**config.mk**
```make
export PLATFORM = sky130hd
export DESIGN_NAME = conv_top
export DESIGN_NICKNAME = d
export VERILOG_FILES = /design/src/common/conv_pkg.sv /design/src/common/conv_ctrl_pkg.sv /design/src/design/skid_buffer.sv /design/src/conv_core/conv_ctrl.sv /design/src/conv_core/line_buffer.sv /design/src/conv_core/window_regs.sv /design/src/conv_core/mac_tree.sv /design/src/design/conv_top.sv
export VERILOG_INCLUDE_DIRS = /design/src /design/src/common
export SDC_FILE = /design/constraint.sdc
export NUM_CORES = 2
export LEC_CHECK = 0
export BUFFER_PORTS_ARGS = -buffer_cell sky130_fd_sc_hd__buf_2
export CELL_PAD_IN_SITES_DETAIL_PLACEMENT = 1
export CELL_PAD_IN_SITES_GLOBAL_PLACEMENT = 1
export CORE_MARGIN = 5
export CORE_UTILIZATION = 45
export CTS_BUF_LIST = sky130_fd_sc_hd__clkbuf_8 sky130_fd_sc_hd__clkbuf_16
export DETAILED_ROUTE_END_ITERATION = 10
export PLACE_DENSITY_LB_ADDON = 0.12
export SYNTH_ARGS = -nofsm -noshare
export SYNTH_HDL_FRONTEND = slang
export SYNTH_SLANG_ARGS = --single-unit
```
**constraint.sdc**
```tcl
create_clock -name clk -period 17.97 [get_ports clk]
set_input_delay 0.8985 -clock clk [delete_from_list [all_inputs] [get_ports clk]]
set_output_delay 0.8985 -clock clk [all_outputs]
set_load 0.05 [all_outputs]
```
**src/common/conv_config.svh**
```systemverilog
`ifndef CONV_CONFIG_SVH
`define CONV_CONFIG_SVH

// ##################################################
// Image geometry.
// ##################################################

// Pixels per row.
`define IMG_WIDTH 12

// Rows per frame.
`define IMG_HEIGHT 10

// ##################################################
// Kernel and pipeline.
// ##################################################

`define KSIZE 5 // Kernel side. The datapath types assume 5.

// Enabled cycles from an accepted window to its result leaving mac_tree.
`define MAC_LAT 3

`endif

```
**src/common/conv_pkg.sv**
```systemverilog
`default_nettype none

package conv_pkg;

  // Raw stream samples.
  typedef logic [5:0] pixel_t;
  typedef logic [5:0] coef_t;

  // One tap product. 63 * 63 fits in 12 bits.
  typedef logic [11:0] prod_t;

  // Full window result wide enough for 25 maximum products.
  typedef logic [17:0] sum_t;

  // Vertical slice of the window. Index 0 is the oldest (top) row.
  typedef pixel_t [4:0] column_t;

  // 25 taps at index 5*r + c.
  // Row 0 on top, column 0 on the left.
  typedef pixel_t [24:0] window_t;

  // Coefficients, indexed like the window.
  typedef coef_t [24:0] kernel_t;

endpackage

`default_nettype wire

```
**src/common/conv_ctrl_pkg.sv**
```systemverilog
`default_nettype none

package conv_ctrl_pkg;

  // Coefficient load, then frame run.
  typedef enum logic {
    LOAD = 1'b0,
    RUN  = 1'b1
  } ctrl_state_t;

  // Position of the accepted pixel inside the frame.
  typedef logic [7:0] col_cnt_t;
  typedef logic [7:0] row_cnt_t;

  typedef logic [4:0] coef_idx_t; // 0 to 24.

endpackage

`default_nettype wire

```
**src/design/skid_buffer.sv**
```systemverilog
`default_nettype none

module skid_buffer import conv_pkg::*; #(
  parameter type payload_t = pixel_t
) (
  input  logic     clk,
  input  logic     rst_n,
  input  logic     in_valid,
  output logic     in_ready,
  input  payload_t in_data,
  output logic     out_valid,
  input  logic     out_ready,
  output payload_t out_data
);

  logic     main_valid;
  logic     skid_valid;
  payload_t main_data;
  payload_t skid_data;
  logic     push;
  logic     pop;

  assign push      = in_valid & in_ready;
  assign pop       = main_valid & out_ready;
  assign out_valid = main_valid;
  assign out_data  = main_data;

  always_ff @(posedge clk) begin
    if (!rst_n) begin
      main_valid <= 1'b0;
      skid_valid <= 1'b0;
      in_ready   <= 1'b0;
    end else if (!main_valid || pop) begin
      main_valid <= skid_valid | push; // Skid entry drains first.
      skid_valid <= 1'b0;
      in_ready   <= 1'b1;
    end else if (push) begin
      skid_valid <= 1'b1; // Both entries full.
      in_ready   <= 1'b0;
    end
  end

  always_ff @(posedge clk) begin
    if (!main_valid || pop) begin
      main_data <= skid_valid ? skid_data : in_data;
    end
    if (main_valid && !pop && push) begin
      skid_data <= in_data;
    end
  end

endmodule

`default_nettype wire

```
**src/conv_core/conv_ctrl.sv**
```systemverilog
`default_nettype none
`include "conv_config.svh"

module conv_ctrl import conv_pkg::*, conv_ctrl_pkg::*; (
  input  logic      clk,
  input  logic      rst_n,
  input  logic      coef_valid,
  input  logic      pix_avail,
  input  logic      out_space,
  input  logic      pipe_busy,
  output logic      coef_ready,
  output logic      coef_we,
  output coef_idx_t coef_idx,
  output logic      advance,
  output logic      win_valid,
  output logic      win_last
);

  localparam col_cnt_t  LAST_COL      = col_cnt_t'(`IMG_WIDTH - 1);
  localparam row_cnt_t  LAST_ROW      = row_cnt_t'(`IMG_HEIGHT - 1);
  localparam col_cnt_t  FIRST_WIN_COL = col_cnt_t'(`KSIZE - 1);
  localparam row_cnt_t  FIRST_WIN_ROW = row_cnt_t'(`KSIZE - 1);
  localparam coef_idx_t LAST_COEF     = coef_idx_t'(`KSIZE * `KSIZE - 1);

  ctrl_state_t state;
  col_cnt_t    col_cnt;
  row_cnt_t    row_cnt;
  logic        run;
  logic        end_of_row;
  logic        end_of_frame;

  assign run     = (state == RUN);
  assign coef_we = coef_valid & coef_ready;

  // ##################################################
  // Data movement.
  // ##################################################

  // In LOAD the pipe drains only while no pixel is waiting.
  // Drain shifts also step the line buffer pointer.
  // Every slot still sees vertically aligned pixels.
  assign advance = out_space & (run ? pix_avail : ((pipe_busy | win_valid) & ~pix_avail));

  assign end_of_row   = (col_cnt == LAST_COL);
  assign end_of_frame = end_of_row & (row_cnt == LAST_ROW);

  // Flags for the window now held in window_regs.
  // Only fully covered windows count.
  always_ff @(posedge clk) begin
    if (!rst_n) begin
      win_valid <= 1'b0;
      win_last  <= 1'b0;
    end else if (advance) begin
      win_valid <= run & (row_cnt >= FIRST_WIN_ROW) & (col_cnt >= FIRST_WIN_COL);
      win_last  <= run & end_of_frame;
    end
  end

  // ##################################################
  // State and counters.
  // ##################################################

  always_ff @(posedge clk) begin
    if (!rst_n) begin
      state      <= LOAD;
      coef_ready <= 1'b0;
      coef_idx   <= '0;
      col_cnt    <= '0;
      row_cnt    <= '0;
    end else begin
      case (state)
        LOAD: begin
          coef_ready <= 1'b1;
          if (coef_we) begin
            if (coef_idx == LAST_COEF) begin
              coef_idx   <= '0;
              coef_ready <= 1'b0; // Kernel complete.
              state      <= RUN;
            end else begin
              coef_idx <= coef_idx + 1'b1;
            end
          end
        end
        RUN: begin
          if (advance) begin
            if (end_of_row) begin
              col_cnt <= '0;
              row_cnt <= end_of_frame ? '0 : row_cnt + 1'b1;
            end else begin
              col_cnt <= col_cnt + 1'b1;
            end
            if (end_of_frame) begin
              state      <= LOAD;
              coef_ready <= 1'b1;
            end
          end
        end
      endcase
    end
  end

endmodule

`default_nettype wire

```
**src/conv_core/line_buffer.sv**
```systemverilog
`default_nettype none
`include "conv_config.svh"

module line_buffer import conv_pkg::*; (
  input  logic    clk,
  input  logic    rst_n,
  input  logic    shift,
  input  pixel_t  pix_in,
  output column_t column
);

  localparam int unsigned NROWS = `KSIZE - 1;
  localparam int unsigned PTR_W = $clog2(`IMG_WIDTH);
  localparam logic [PTR_W-1:0] LAST_PTR = PTR_W'(`IMG_WIDTH - 1);

  // Row 0 holds the oldest line.
  pixel_t row_mem [NROWS][`IMG_WIDTH];

  logic [PTR_W-1:0] ptr;

  // ##################################################
  // Column read.
  // ##################################################

  always_comb begin
    for (int r = 0; r < NROWS; r++) begin
      column[r] = row_mem[r][ptr];
    end
    column[NROWS] = pix_in; // Newest row at the bottom.
  end

  // ##################################################
  // Roll memories upward.
  // ##################################################

  always_ff @(posedge clk) begin
    if (shift) begin
      for (int r = 0; r < NROWS - 1; r++) begin
        row_mem[r][ptr] <= row_mem[r + 1][ptr];
      end
      row_mem[NROWS - 1][ptr] <= pix_in;
    end
  end

  always_ff @(posedge clk) begin
    if (!rst_n) begin
      ptr <= '0;
    end else if (shift) begin
      ptr <= (ptr == LAST_PTR) ? '0 : ptr + 1'b1; // Wraps once per row.
    end
  end

endmodule

`default_nettype wire

```
**src/conv_core/window_regs.sv**
```systemverilog
`default_nettype none

module window_regs import conv_pkg::*; (
  input  logic    clk,
  input  logic    rst_n,
  input  logic    shift,
  input  column_t column,
  output window_t window
);

  localparam int unsigned SIDE = 5;

  // ##################################################
  // 5x5 tap shift register.
  // ##################################################

  // Taps move left and the new column enters on the right.
  // Windows that wrap across a row edge get formed too;
  // conv_ctrl marks those invalid.
  always_ff @(posedge clk) begin
    if (!rst_n) begin
      window <= '0;
    end else if (shift) begin
      for (int r = 0; r < SIDE; r++) begin
        for (int c = 0; c < SIDE - 1; c++) begin
          window[SIDE * r + c] <= window[SIDE * r + c + 1];
        end
        window[SIDE * r + SIDE - 1] <= column[r]; // Rightmost tap.
      end
    end
  end

endmodule

`default_nettype wire

```
**src/conv_core/mac_tree.sv**
```systemverilog
`default_nettype none
`include "conv_config.svh"

module mac_tree import conv_pkg::*, conv_ctrl_pkg::*; (
  input  logic      clk,
  input  logic      rst_n,
  input  logic      en,
  input  logic      coef_we,
  input  coef_idx_t coef_idx,
  input  coef_t     coef_in,
  input  window_t   window,
  input  logic      win_valid,
  input  logic      win_last,
  output sum_t      sum,
  output logic      sum_valid,
  output logic      sum_last,
  output logic      pipe_busy
);

  localparam int unsigned NTAPS = `KSIZE * `KSIZE;
  localparam int unsigned NLVL1 = NTAPS / 2;     // Pairs with the last tap carried.
  localparam int unsigned NPART = NLVL1 / 2 + 1; // 25 -> 13 -> 7.

  kernel_t kernel;
  prod_t   prod [NTAPS];
  sum_t    lvl1 [NLVL1];
  sum_t    part [NPART];
  sum_t    tree_total;

  logic [`MAC_LAT-1:0] vld_pipe;
  logic [`MAC_LAT-1:0] last_pipe;

  always_ff @(posedge clk) begin
    if (coef_we) begin
      kernel[coef_idx] <= coef_in;
    end
  end

  // ##################################################
  // Adder tree.
  // ##################################################

  always_comb begin
    for (int j = 0; j < NLVL1; j++) begin
      lvl1[j] = sum_t'(prod[2 * j]) + sum_t'(prod[2 * j + 1]);
    end
  end

  always_comb begin
    tree_total = '0;
    for (int i = 0; i < NPART; i++) begin
      tree_total = tree_total + part[i];
    end
  end

  // Three registered stages. All of them hold while en is low.
  always_ff @(posedge clk) begin
    if (en) begin
      for (int i = 0; i < NTAPS; i++) begin
        prod[i] <= window[i] * kernel[i];
      end
      for (int i = 0; i < NPART - 1; i++) begin
        part[i] <= lvl1[2 * i] + lvl1[2 * i + 1];
      end
      part[NPART - 1] <= sum_t'(prod[NTAPS - 1]); // Odd tap rides along.
      sum <= tree_total;
    end
  end

  // ##################################################
  // Sideband bits.
  // ##################################################

  always_ff @(posedge clk) begin
    if (!rst_n) begin
      vld_pipe  <= '0;
      last_pipe <= '0;
    end else if (en) begin
      vld_pipe  <= {vld_pipe[`MAC_LAT-2:0], win_valid};
      last_pipe <= {last_pipe[`MAC_LAT-2:0], win_last};
    end
  end

  assign sum_valid = vld_pipe[`MAC_LAT-1];
  assign sum_last  = last_pipe[`MAC_LAT-1];
  assign pipe_busy = |vld_pipe;

endmodule

`default_nettype wire

```
**src/design/conv_top.sv**
```systemverilog
`default_nettype none

module conv_top import conv_pkg::*, conv_ctrl_pkg::*; (
  input  logic   clk,
  input  logic   rst_n,
  input  logic   coef_valid,
  output logic   coef_ready,
  input  coef_t  coef_data,
  input  logic   pix_valid,
  output logic   pix_ready,
  input  pixel_t pix_data,
  output logic   res_valid,
  input  logic   res_ready,
  output sum_t   res_data,
  output logic   res_last
);

  // Result word with its frame marker.
  typedef struct packed {
    logic last;
    sum_t sum;
  } res_item_t;

  pixel_t    pix_q;
  logic      pix_avail;
  logic      advance;
  logic      coef_we;
  coef_idx_t coef_idx;
  column_t   column;
  window_t   window;
  logic      win_valid;
  logic      win_last;
  sum_t      sum;
  logic      sum_valid;
  logic      sum_last;
  logic      pipe_busy;
  logic      res_space;
  res_item_t res_in;
  res_item_t res_q;

  // ##################################################
  // Input side.
  // ##################################################

  skid_buffer #(.payload_t(pixel_t)) u_pix_buf (
    .clk      (clk),
    .rst_n    (rst_n),
    .in_valid (pix_valid),
    .in_ready (pix_ready),
    .in_data  (pix_data),
    .out_valid(pix_avail),
    .out_ready(advance),
    .out_data (pix_q)
  );

  conv_ctrl u_conv_ctrl (
    .clk       (clk),
    .rst_n     (rst_n),
    .coef_valid(coef_valid),
    .pix_avail (pix_avail),
    .out_space (res_space),
    .pipe_busy (pipe_busy),
    .coef_ready(coef_ready),
    .coef_we   (coef_we),
    .coef_idx  (coef_idx),
    .advance   (advance),
    .win_valid (win_valid),
    .win_last  (win_last)
  );

  // ##################################################
  // Datapath.
  // ##################################################

  line_buffer u_line_buffer (
    .clk   (clk),
    .rst_n (rst_n),
    .shift (advance),
    .pix_in(pix_q),
    .column(column)
  );

  window_regs u_window_regs (
    .clk   (clk),
    .rst_n (rst_n),
    .shift (advance),
    .column(column),
    .window(window)
  );

  mac_tree u_mac_tree (
    .clk      (clk),
    .rst_n    (rst_n),
    .en       (advance),
    .coef_we  (coef_we),
    .coef_idx (coef_idx),
    .coef_in  (coef_data),
    .window   (window),
    .win_valid(win_valid),
    .win_last (win_last),
    .sum      (sum),
    .sum_valid(sum_valid),
    .sum_last (sum_last),
    .pipe_busy(pipe_busy)
  );

  // ##################################################
  // Output side.
  // ##################################################

  assign res_in.last = sum_last;
  assign res_in.sum  = sum;

  // An item is written as it leaves the last stage.
  skid_buffer #(.payload_t(res_item_t)) u_res_buf (
    .clk      (clk),
    .rst_n    (rst_n),
    .in_valid (advance & sum_valid),
    .in_ready (res_space),
    .in_data  (res_in),
    .out_valid(res_valid),
    .out_ready(res_ready),
    .out_data (res_q)
  );

  assign res_data = res_q.sum;
  assign res_last = res_valid & res_q.last; // Low while the buffer is empty.

endmodule

`default_nettype wire

```
* After elaboration in Yosys (flattened, before gate mapping)
Memories as Yosys holds them, arrays and structs flattened.
Index checks and enable logic that the tools add are counted.
** Storage, ports and cells
- Logic and storage cells :: 223
- Bits in latches :: 0
- Output and inout port bits :: 22
- Memories kept :: 3
- Bits in registers :: 409
- Bits in writable memories :: 714
- ROM bits :: 0
- Input port bits :: 17
** Cells by class
- Multiply operators :: 25
- Shift-type cells :: 0
- Bitwise logic cells :: 20
- Multiplexer cells :: 41
- Equal/unequal tests :: 6
- Add/subtract/negate cells :: 28
- Order comparisons :: 6
- Reduce and logical (&&, ||, !) cells :: 21
- Divide/modulo/power cells :: 0
** Memory list
- u_mac_tree.prod :: words 25, bits a word 12, rd ports 25, clocked after memory_dff 0, write ports 25, line mac_tree.sv:25 : prod_t prod [NTAPS];
- u_line_buffer.row_mem :: words 4, bits a word 72, rd ports 4, clocked after memory_dff 0, write ports 4, line line_buffer.sv:17 : pixel_t row_mem [NROWS][`IMG_WIDTH];
- u_mac_tree.part :: words 7, bits a word 18, rd ports 7, clocked after memory_dff 0, write ports 7, line mac_tree.sv:27 : sum_t part [NPART];
** Operator list (number)
- 6-bit by 6-bit multiplier with 12-bit output :: 25
- 18-bit adder :: 12
- 12-bit by 12-bit adder with 13-bit output :: 12
- 150-bit bitwise mux :: 1
- 6-bit binary-select mux with 4-bit select :: 4
- 72-bit 2-to-1 mux :: 1
- 6-bit 2-to-1 mux :: 11
- 6-bit demux with 5-bit select :: 1
- 6-bit demux with 4-bit select :: 1
- 19-bit 2-to-1 mux :: 1
- 8-bit by 1-bit adder with 8-bit output, second input constant :: 2
- 8-bit by 4-bit equality test with 1-bit output, second input constant :: 2
- 8-bit by 3-bit greater-or-equal comparator with 1-bit output, second input constant :: 2
- 8-bit 2-to-1 mux :: 2
- 1-bit 2-to-1 mux :: 15
- 1-bit AND :: 13
- 1-bit logical AND :: 6
- 5-bit by 6-bit less-than comparator with 1-bit output, second input constant :: 1
- 2-bit AND reduction :: 3
- 5-bit by 1-bit adder with 5-bit output, second input constant :: 1
- 5-bit equality test, second input constant :: 1
- 5-bit by 1-bit greater-or-equal comparator with 1-bit output, second input constant :: 1
- 5-bit greater-or-equal comparator, second input constant :: 1
- 5-bit by 1-bit less-than comparator with 1-bit output, second input constant :: 1
- other kinds (15) :: 27

* Logic depth before layout (Yosys ltp)
- Depth in word-level cells :: 9
- Mapped depth :: 16
- Mapped depth without buffers :: 16

* Cells and area by module
A second synthesis with hierarchy kept.
** Unflattened totals
- Cell total of the unflattened synthesis :: 5635
- Area total of the unflattened synthesis :: 71164.5 um^2
** By module, submodules not included
- mac_tree :: seq. area each 17026.3 um^2, area each 50713.6 um^2, cells each 4391, times used 1
- line_buffer :: seq. area each 8728.4 um^2, area each 11259.5 um^2, cells each 507, times used 1
- window_regs :: seq. area each 3002.9 um^2, area each 5714.2 um^2, cells each 483, times used 1
- skid_buffer at u_res_buf :: seq. area each 1201.2 um^2, area each 1565.3 um^2, cells each 70, times used 1
- conv_ctrl :: seq. area each 500.5 um^2, area each 1313.8 um^2, cells each 152, times used 1
- skid_buffer at u_pix_buf :: seq. area each 420.4 um^2, area each 585.6 um^2, cells each 30, times used 1
- conv_top :: seq. area each 0.0 um^2, area each 12.5 um^2, cells each 2, times used 1

* Worst setup path before layout
Ideal clock, no wire load.
- Path type :: reg-to-reg
- Start :: register u_conv_ctrl.state (netlist: u_conv_ctrl.run)
- End :: memory u_mac_tree.part[0][0] (netlist bit), enable pin
- Setup time :: 0.937 ns
- Cell stages (with the launch flop) :: 7
- Arrival time :: 12.307 ns
- Required time :: 17.033 ns
- Path slack :: 4.727 ns
- Cells stage by stage :: dfxtp_1 buf_2 nor3_1 o21ai_1 inv_2 buf_2 buf_1
** RTL lines
- start, declared :: line conv_ctrl.sv:25 : ctrl_state_t state;
- start signal, assigned :: line conv_ctrl.sv:65 : state <= LOAD;
- start signal, assigned :: line conv_ctrl.sv:78 : state <= RUN;
- start signal, assigned :: line conv_ctrl.sv:93 : state <= LOAD;
- end, declared :: line mac_tree.sv:27

==> summary.txt <==
Run status
  – Outcome: finished clean

Timing
  – Unrepaired setup endpoints after global routing: false
  – Period Utilization, post-route: 0.253
  – Upper clock frequency limit: about 220 MHz
  – Clock Skew: roughly 0.036 ns
  – Hold Vio Cnt, Final: 0
  – Max-Slew Margin vs Limit: 0.130
  – Setup violators final: 0
  – Tmin final: 4.54 ns
  – Aggregate negative setup slack: 0 ns
  – Slew Viols, Final: 0
  – Actual slew at the worst max-slew pin: around 1.3 ns

Drt
  – Vias after detailed routing: around 47000
  – Residual DRC: 0
  – Wirelength per Cell: about 21 um
  – First-pass iteration count of the detailed router: 7
  – Iter 0 DRT Violations: 2577
  – Post-DRT Antenna Nets: 0
  – Vias/cell: roughly 5.3
  – WL final: around 190 mm

Logic synthesis
  – Synth top area cells: edfxtp_1 (37%), fa_1 (14%), ha_1 (13%)
  – Area leader, netlist: edfxtp_1
  – Main synth FF type: edfxtp_1
  – Yosys cell types: 67
  – Seq cells post-synth: between 1000 and 1500
  – Netlist Area Pre-Place: roughly 0.074 mm2
  – Avg Cell Area, Syn: around 11 um2
  – Syn_nets: a little under 8000
  – Seq/Total Area, Yosys: 0.418
  – Number of synthesized flops with an enable pin: 899
  – Synth Instances: roughly 6500
  – Synth Warn #: 0
  – Yosys top cell area share: 0.366
  – Post-synth ARST share: 0

Floorplanning
  – Initial Util: 0.453
  – Die footprint: between 0.15 and 0.2 mm2
  – Die Wd: 415 um
  – I/O Pins: 39
  – Row Count: 148
  – Core Box Area: roughly 0.16 mm2
  – Chip height: just over 400 um

Clock tree
  – Clk Latency, worst-skew pair: 0.79 ns
  – CTS Hold Bufs: 0
  – Root buf cell: clkbuf_16
  – CTS tree: yes
  – Post-CTS setup buffers: 0
  – CTS clk-pin slew, worst paths: about 0.06 ns
  – Clock Tree Buf Depth: 3
  – # resized after CTS: 0
  – H-tree levels: 4
  – CTS Buf Count: approximately 130
  – Clock sinks: ~1100

Global route
  – Initial antenna violation count: 12
  – Gr ovfl total: 0
  – Tot GR Track Use: 0.218
  – First-pass GRT wire length: approximately 300 mm
  – Number of global-route vias before repair: 50700
  – Largest net degree at the start of global routing: approximately 160

Layout
  – Share of cells above drive strength 1: 0.0616
  – Layout Nets: approximately 8000
  – Filler instances: ~17000
  – Synth-to-layout area growth: 9.71%
  – Core Util, Final: 0.497

Critical path
  – CP endpoint kind: register
  – CP Launch Type: register
  – CP cell instances: fa_1 -> inv_1 -> fa_1 -> fa_1 -> inv_1 -> ha_1 -> ha_1 -> fa_1 -> a211o_1 -> a21oi_1 -> o21ai_0 -> a21o_1 -> a21oi_1 -> xnor2_1
  – WP data required: roughly 18 ns
  – WS Path Type: register to register
  – Largest stage delay on the critical path: ~0.54 ns
  – Buf+Inv Stages, Crit Path: 2
  – Crit path max-delay cell type: fa_1
  – Family with the most delay on the worst path: adder cells
  – CP Max Fanout: 4
  – Worst EP arrival: around 5.1 ns
  – Most used cell, CP: fa_1

Placement
  – Port bufs: 37
  – DP HPWL: approximately 140 mm
  – RD Place Congestion: between 0.8 and 0.9

Power
  – Worst IR Drop VDD: around 0.090 mV
  – Lkg Pwr: around 35 nW
  – P per Cell Area: just under 70 mW/mm2

Run
  – Max-Cap Viols: 0

Worst hold path
  – Hold WC Path Type: input port to register
## cell families after synthesis
group	Yosys count	synth area share
fa+ha+maj	1265	0.266
mux	124	0.0294
other cells	1	0.0000508
simple gates	1901	0.122
xor+xnor	383	0.0455
flops	1090	0.418
buf+inv	829	0.0436
compound gates	864	0.0750
## layer usage
layer / wire length, um / share of wire / up-vias / GRT usage
met2: 90300 / 0.49 / 628 / 0.372
met4: 3270 / 0.018 / 0 / 0.0467
met5: 0 / 0 / - / 0
met3: 6040 / 0.033 / 186 / 0.0263
li1: - / - / 22200 / -
met1: 86200 / 0.46 / 23900 / 0.301
## worst register-to-register path, cell delays in order (launching register included)
cell and delay [ns]:
edfxtp_1 0.40, fa_1 0.54, inv_1 0.05, fa_1 0.45, fa_1 0.49, inv_1 0.05, ha_1 0.26, ha_1 0.23
fa_1 0.50, a211o_1 0.33, a21oi_1 0.20, o21ai_0 0.25, a21o_1 0.24, a21oi_1 0.18, xnor2_1 0.10
## layout make-up
type / count / area, um2 / share of cell area
diodes: 3 / 7.51 / 0.0000928
clock buffers: 145 / 3540 / 0.0437
clock inverters: 99 / 987 / 0.0122
inverters: 693 / 2610 / 0.0322
multi-input cells: 4538 / 39800 / 0.491
flip-flops and latches: 1090 / 30800 / 0.381
well taps: 2175 / 2720 / 0.0336
repair buffers: 71 / 469 / 0.00580
## registers in the layout, summed over array words and instances (netlist names), 6 cells and up
signal                 count
u_mac_tree.sum            17
u_pix_buf.out_data         6
u_line_buffer.row_mem    288
u_mac_tree.part           96
u_window_regs.window     150
u_mac_tree.prod          300
u_conv_ctrl.row_cnt        8
u_pix_buf.skid_data        6
u_mac_tree.kernel        150
u_conv_ctrl.col_cnt        8
u_res_buf.skid_data       18
u_res_buf.out_data        18
## cell usage after synthesis, types with 7 or more instances
cell type / n
nor4_1: 13
and3_1: 26
nand3_1: 29
nor2b_1: 62
buf_2: 22
or3_1: 10
or4_1: 26
nor2_1: 252
a2111oi_0: 7
xnor2_1: 282
o211ai_1: 8
a211oi_1: 22
o311ai_0: 7
buf_4: 20
nor3_1: 46
ha_1: 756
a21oi_1: 235
nand2_1: 899
inv_1: 692
nand4_1: 9
a31oi_1: 10
o21a_1: 25
a31o_2: 9
o41ai_1: 26
mux4_2: 72
dfxtp_1: 191
fa_1: 509
mux2_2: 24
a21boi_0: 140
or2_2: 8
edfxtp_1: 899
o21bai_1: 18
clkbuf_1: 89
and2_1: 466
o21ai_0: 188
a21o_1: 128
mux2i_1: 28
xor2_1: 101
nand2b_1: 31
## final timing paths
kind / from / end / slack [ns] / depth (start not counted)
max: u_mac_tree.part[0][1] / u_mac_tree.sum[11] / 13.43 / 14
min: pix_data[2] / u_pix_buf.skid_data[2] / 0.29 / 1
max reg2reg: u_mac_tree.part[0][1] / u_mac_tree.sum[11] / 13.43 / 14
min reg2reg: u_mac_tree.prod[1][102] / u_mac_tree.part[6][6] / 0.42 / 0
## power by group
part           internal, mW  switching [mW]
Sequential             2.71         0.00814
Combinational       0.00856          0.0326
Clock                  1.59            1.15
## per-stage QoR
step	setup WS [ns]	power (mW)	cells	cell area [um2]	hold WS (ns)
3_5_place_dp	13.34	2.81	8567	76400	0.407
2_1_floorplan	4.73	2.78	6457	73800	0.400
3_3_place_gp	13.53	2.81	8567	76400	0.404
6_report	13.43	5.49	8814	80900	0.294
5_1_grt	12.97	5.69	8811	80900	0.240
4_1_cts	13.33	5.57	8811	80900	0.221
## layout by cell type, fill, tap and decap left out, types with 11 or more instances in the layout
master,instances
a21oi_1,235
inv_1,724
edfxtp_1,899
clkinv_2,17
mux2_2,24
and3_1,15
mux4_2,72
buf_2,32
nand3_1,29
clkinv_1,12
o21a_1,25
ha_1,756
nand2_1,899
nor2b_1,61
o21bai_1,18
a21boi_0,140
o21ai_0,182
or4_1,26
and3_2,11
nor3_1,45
xor2_1,101
mux2i_1,28
nor2_1,252
o41ai_1,26
nor4_1,13
a21o_1,128
and2_1,466
clkbuf_16,137
dfxtp_1,188
a211oi_1,22
buf_4,37
fa_1,509
nand2b_1,31
xnor2_1,282
(Power assumes the default switching activity.)
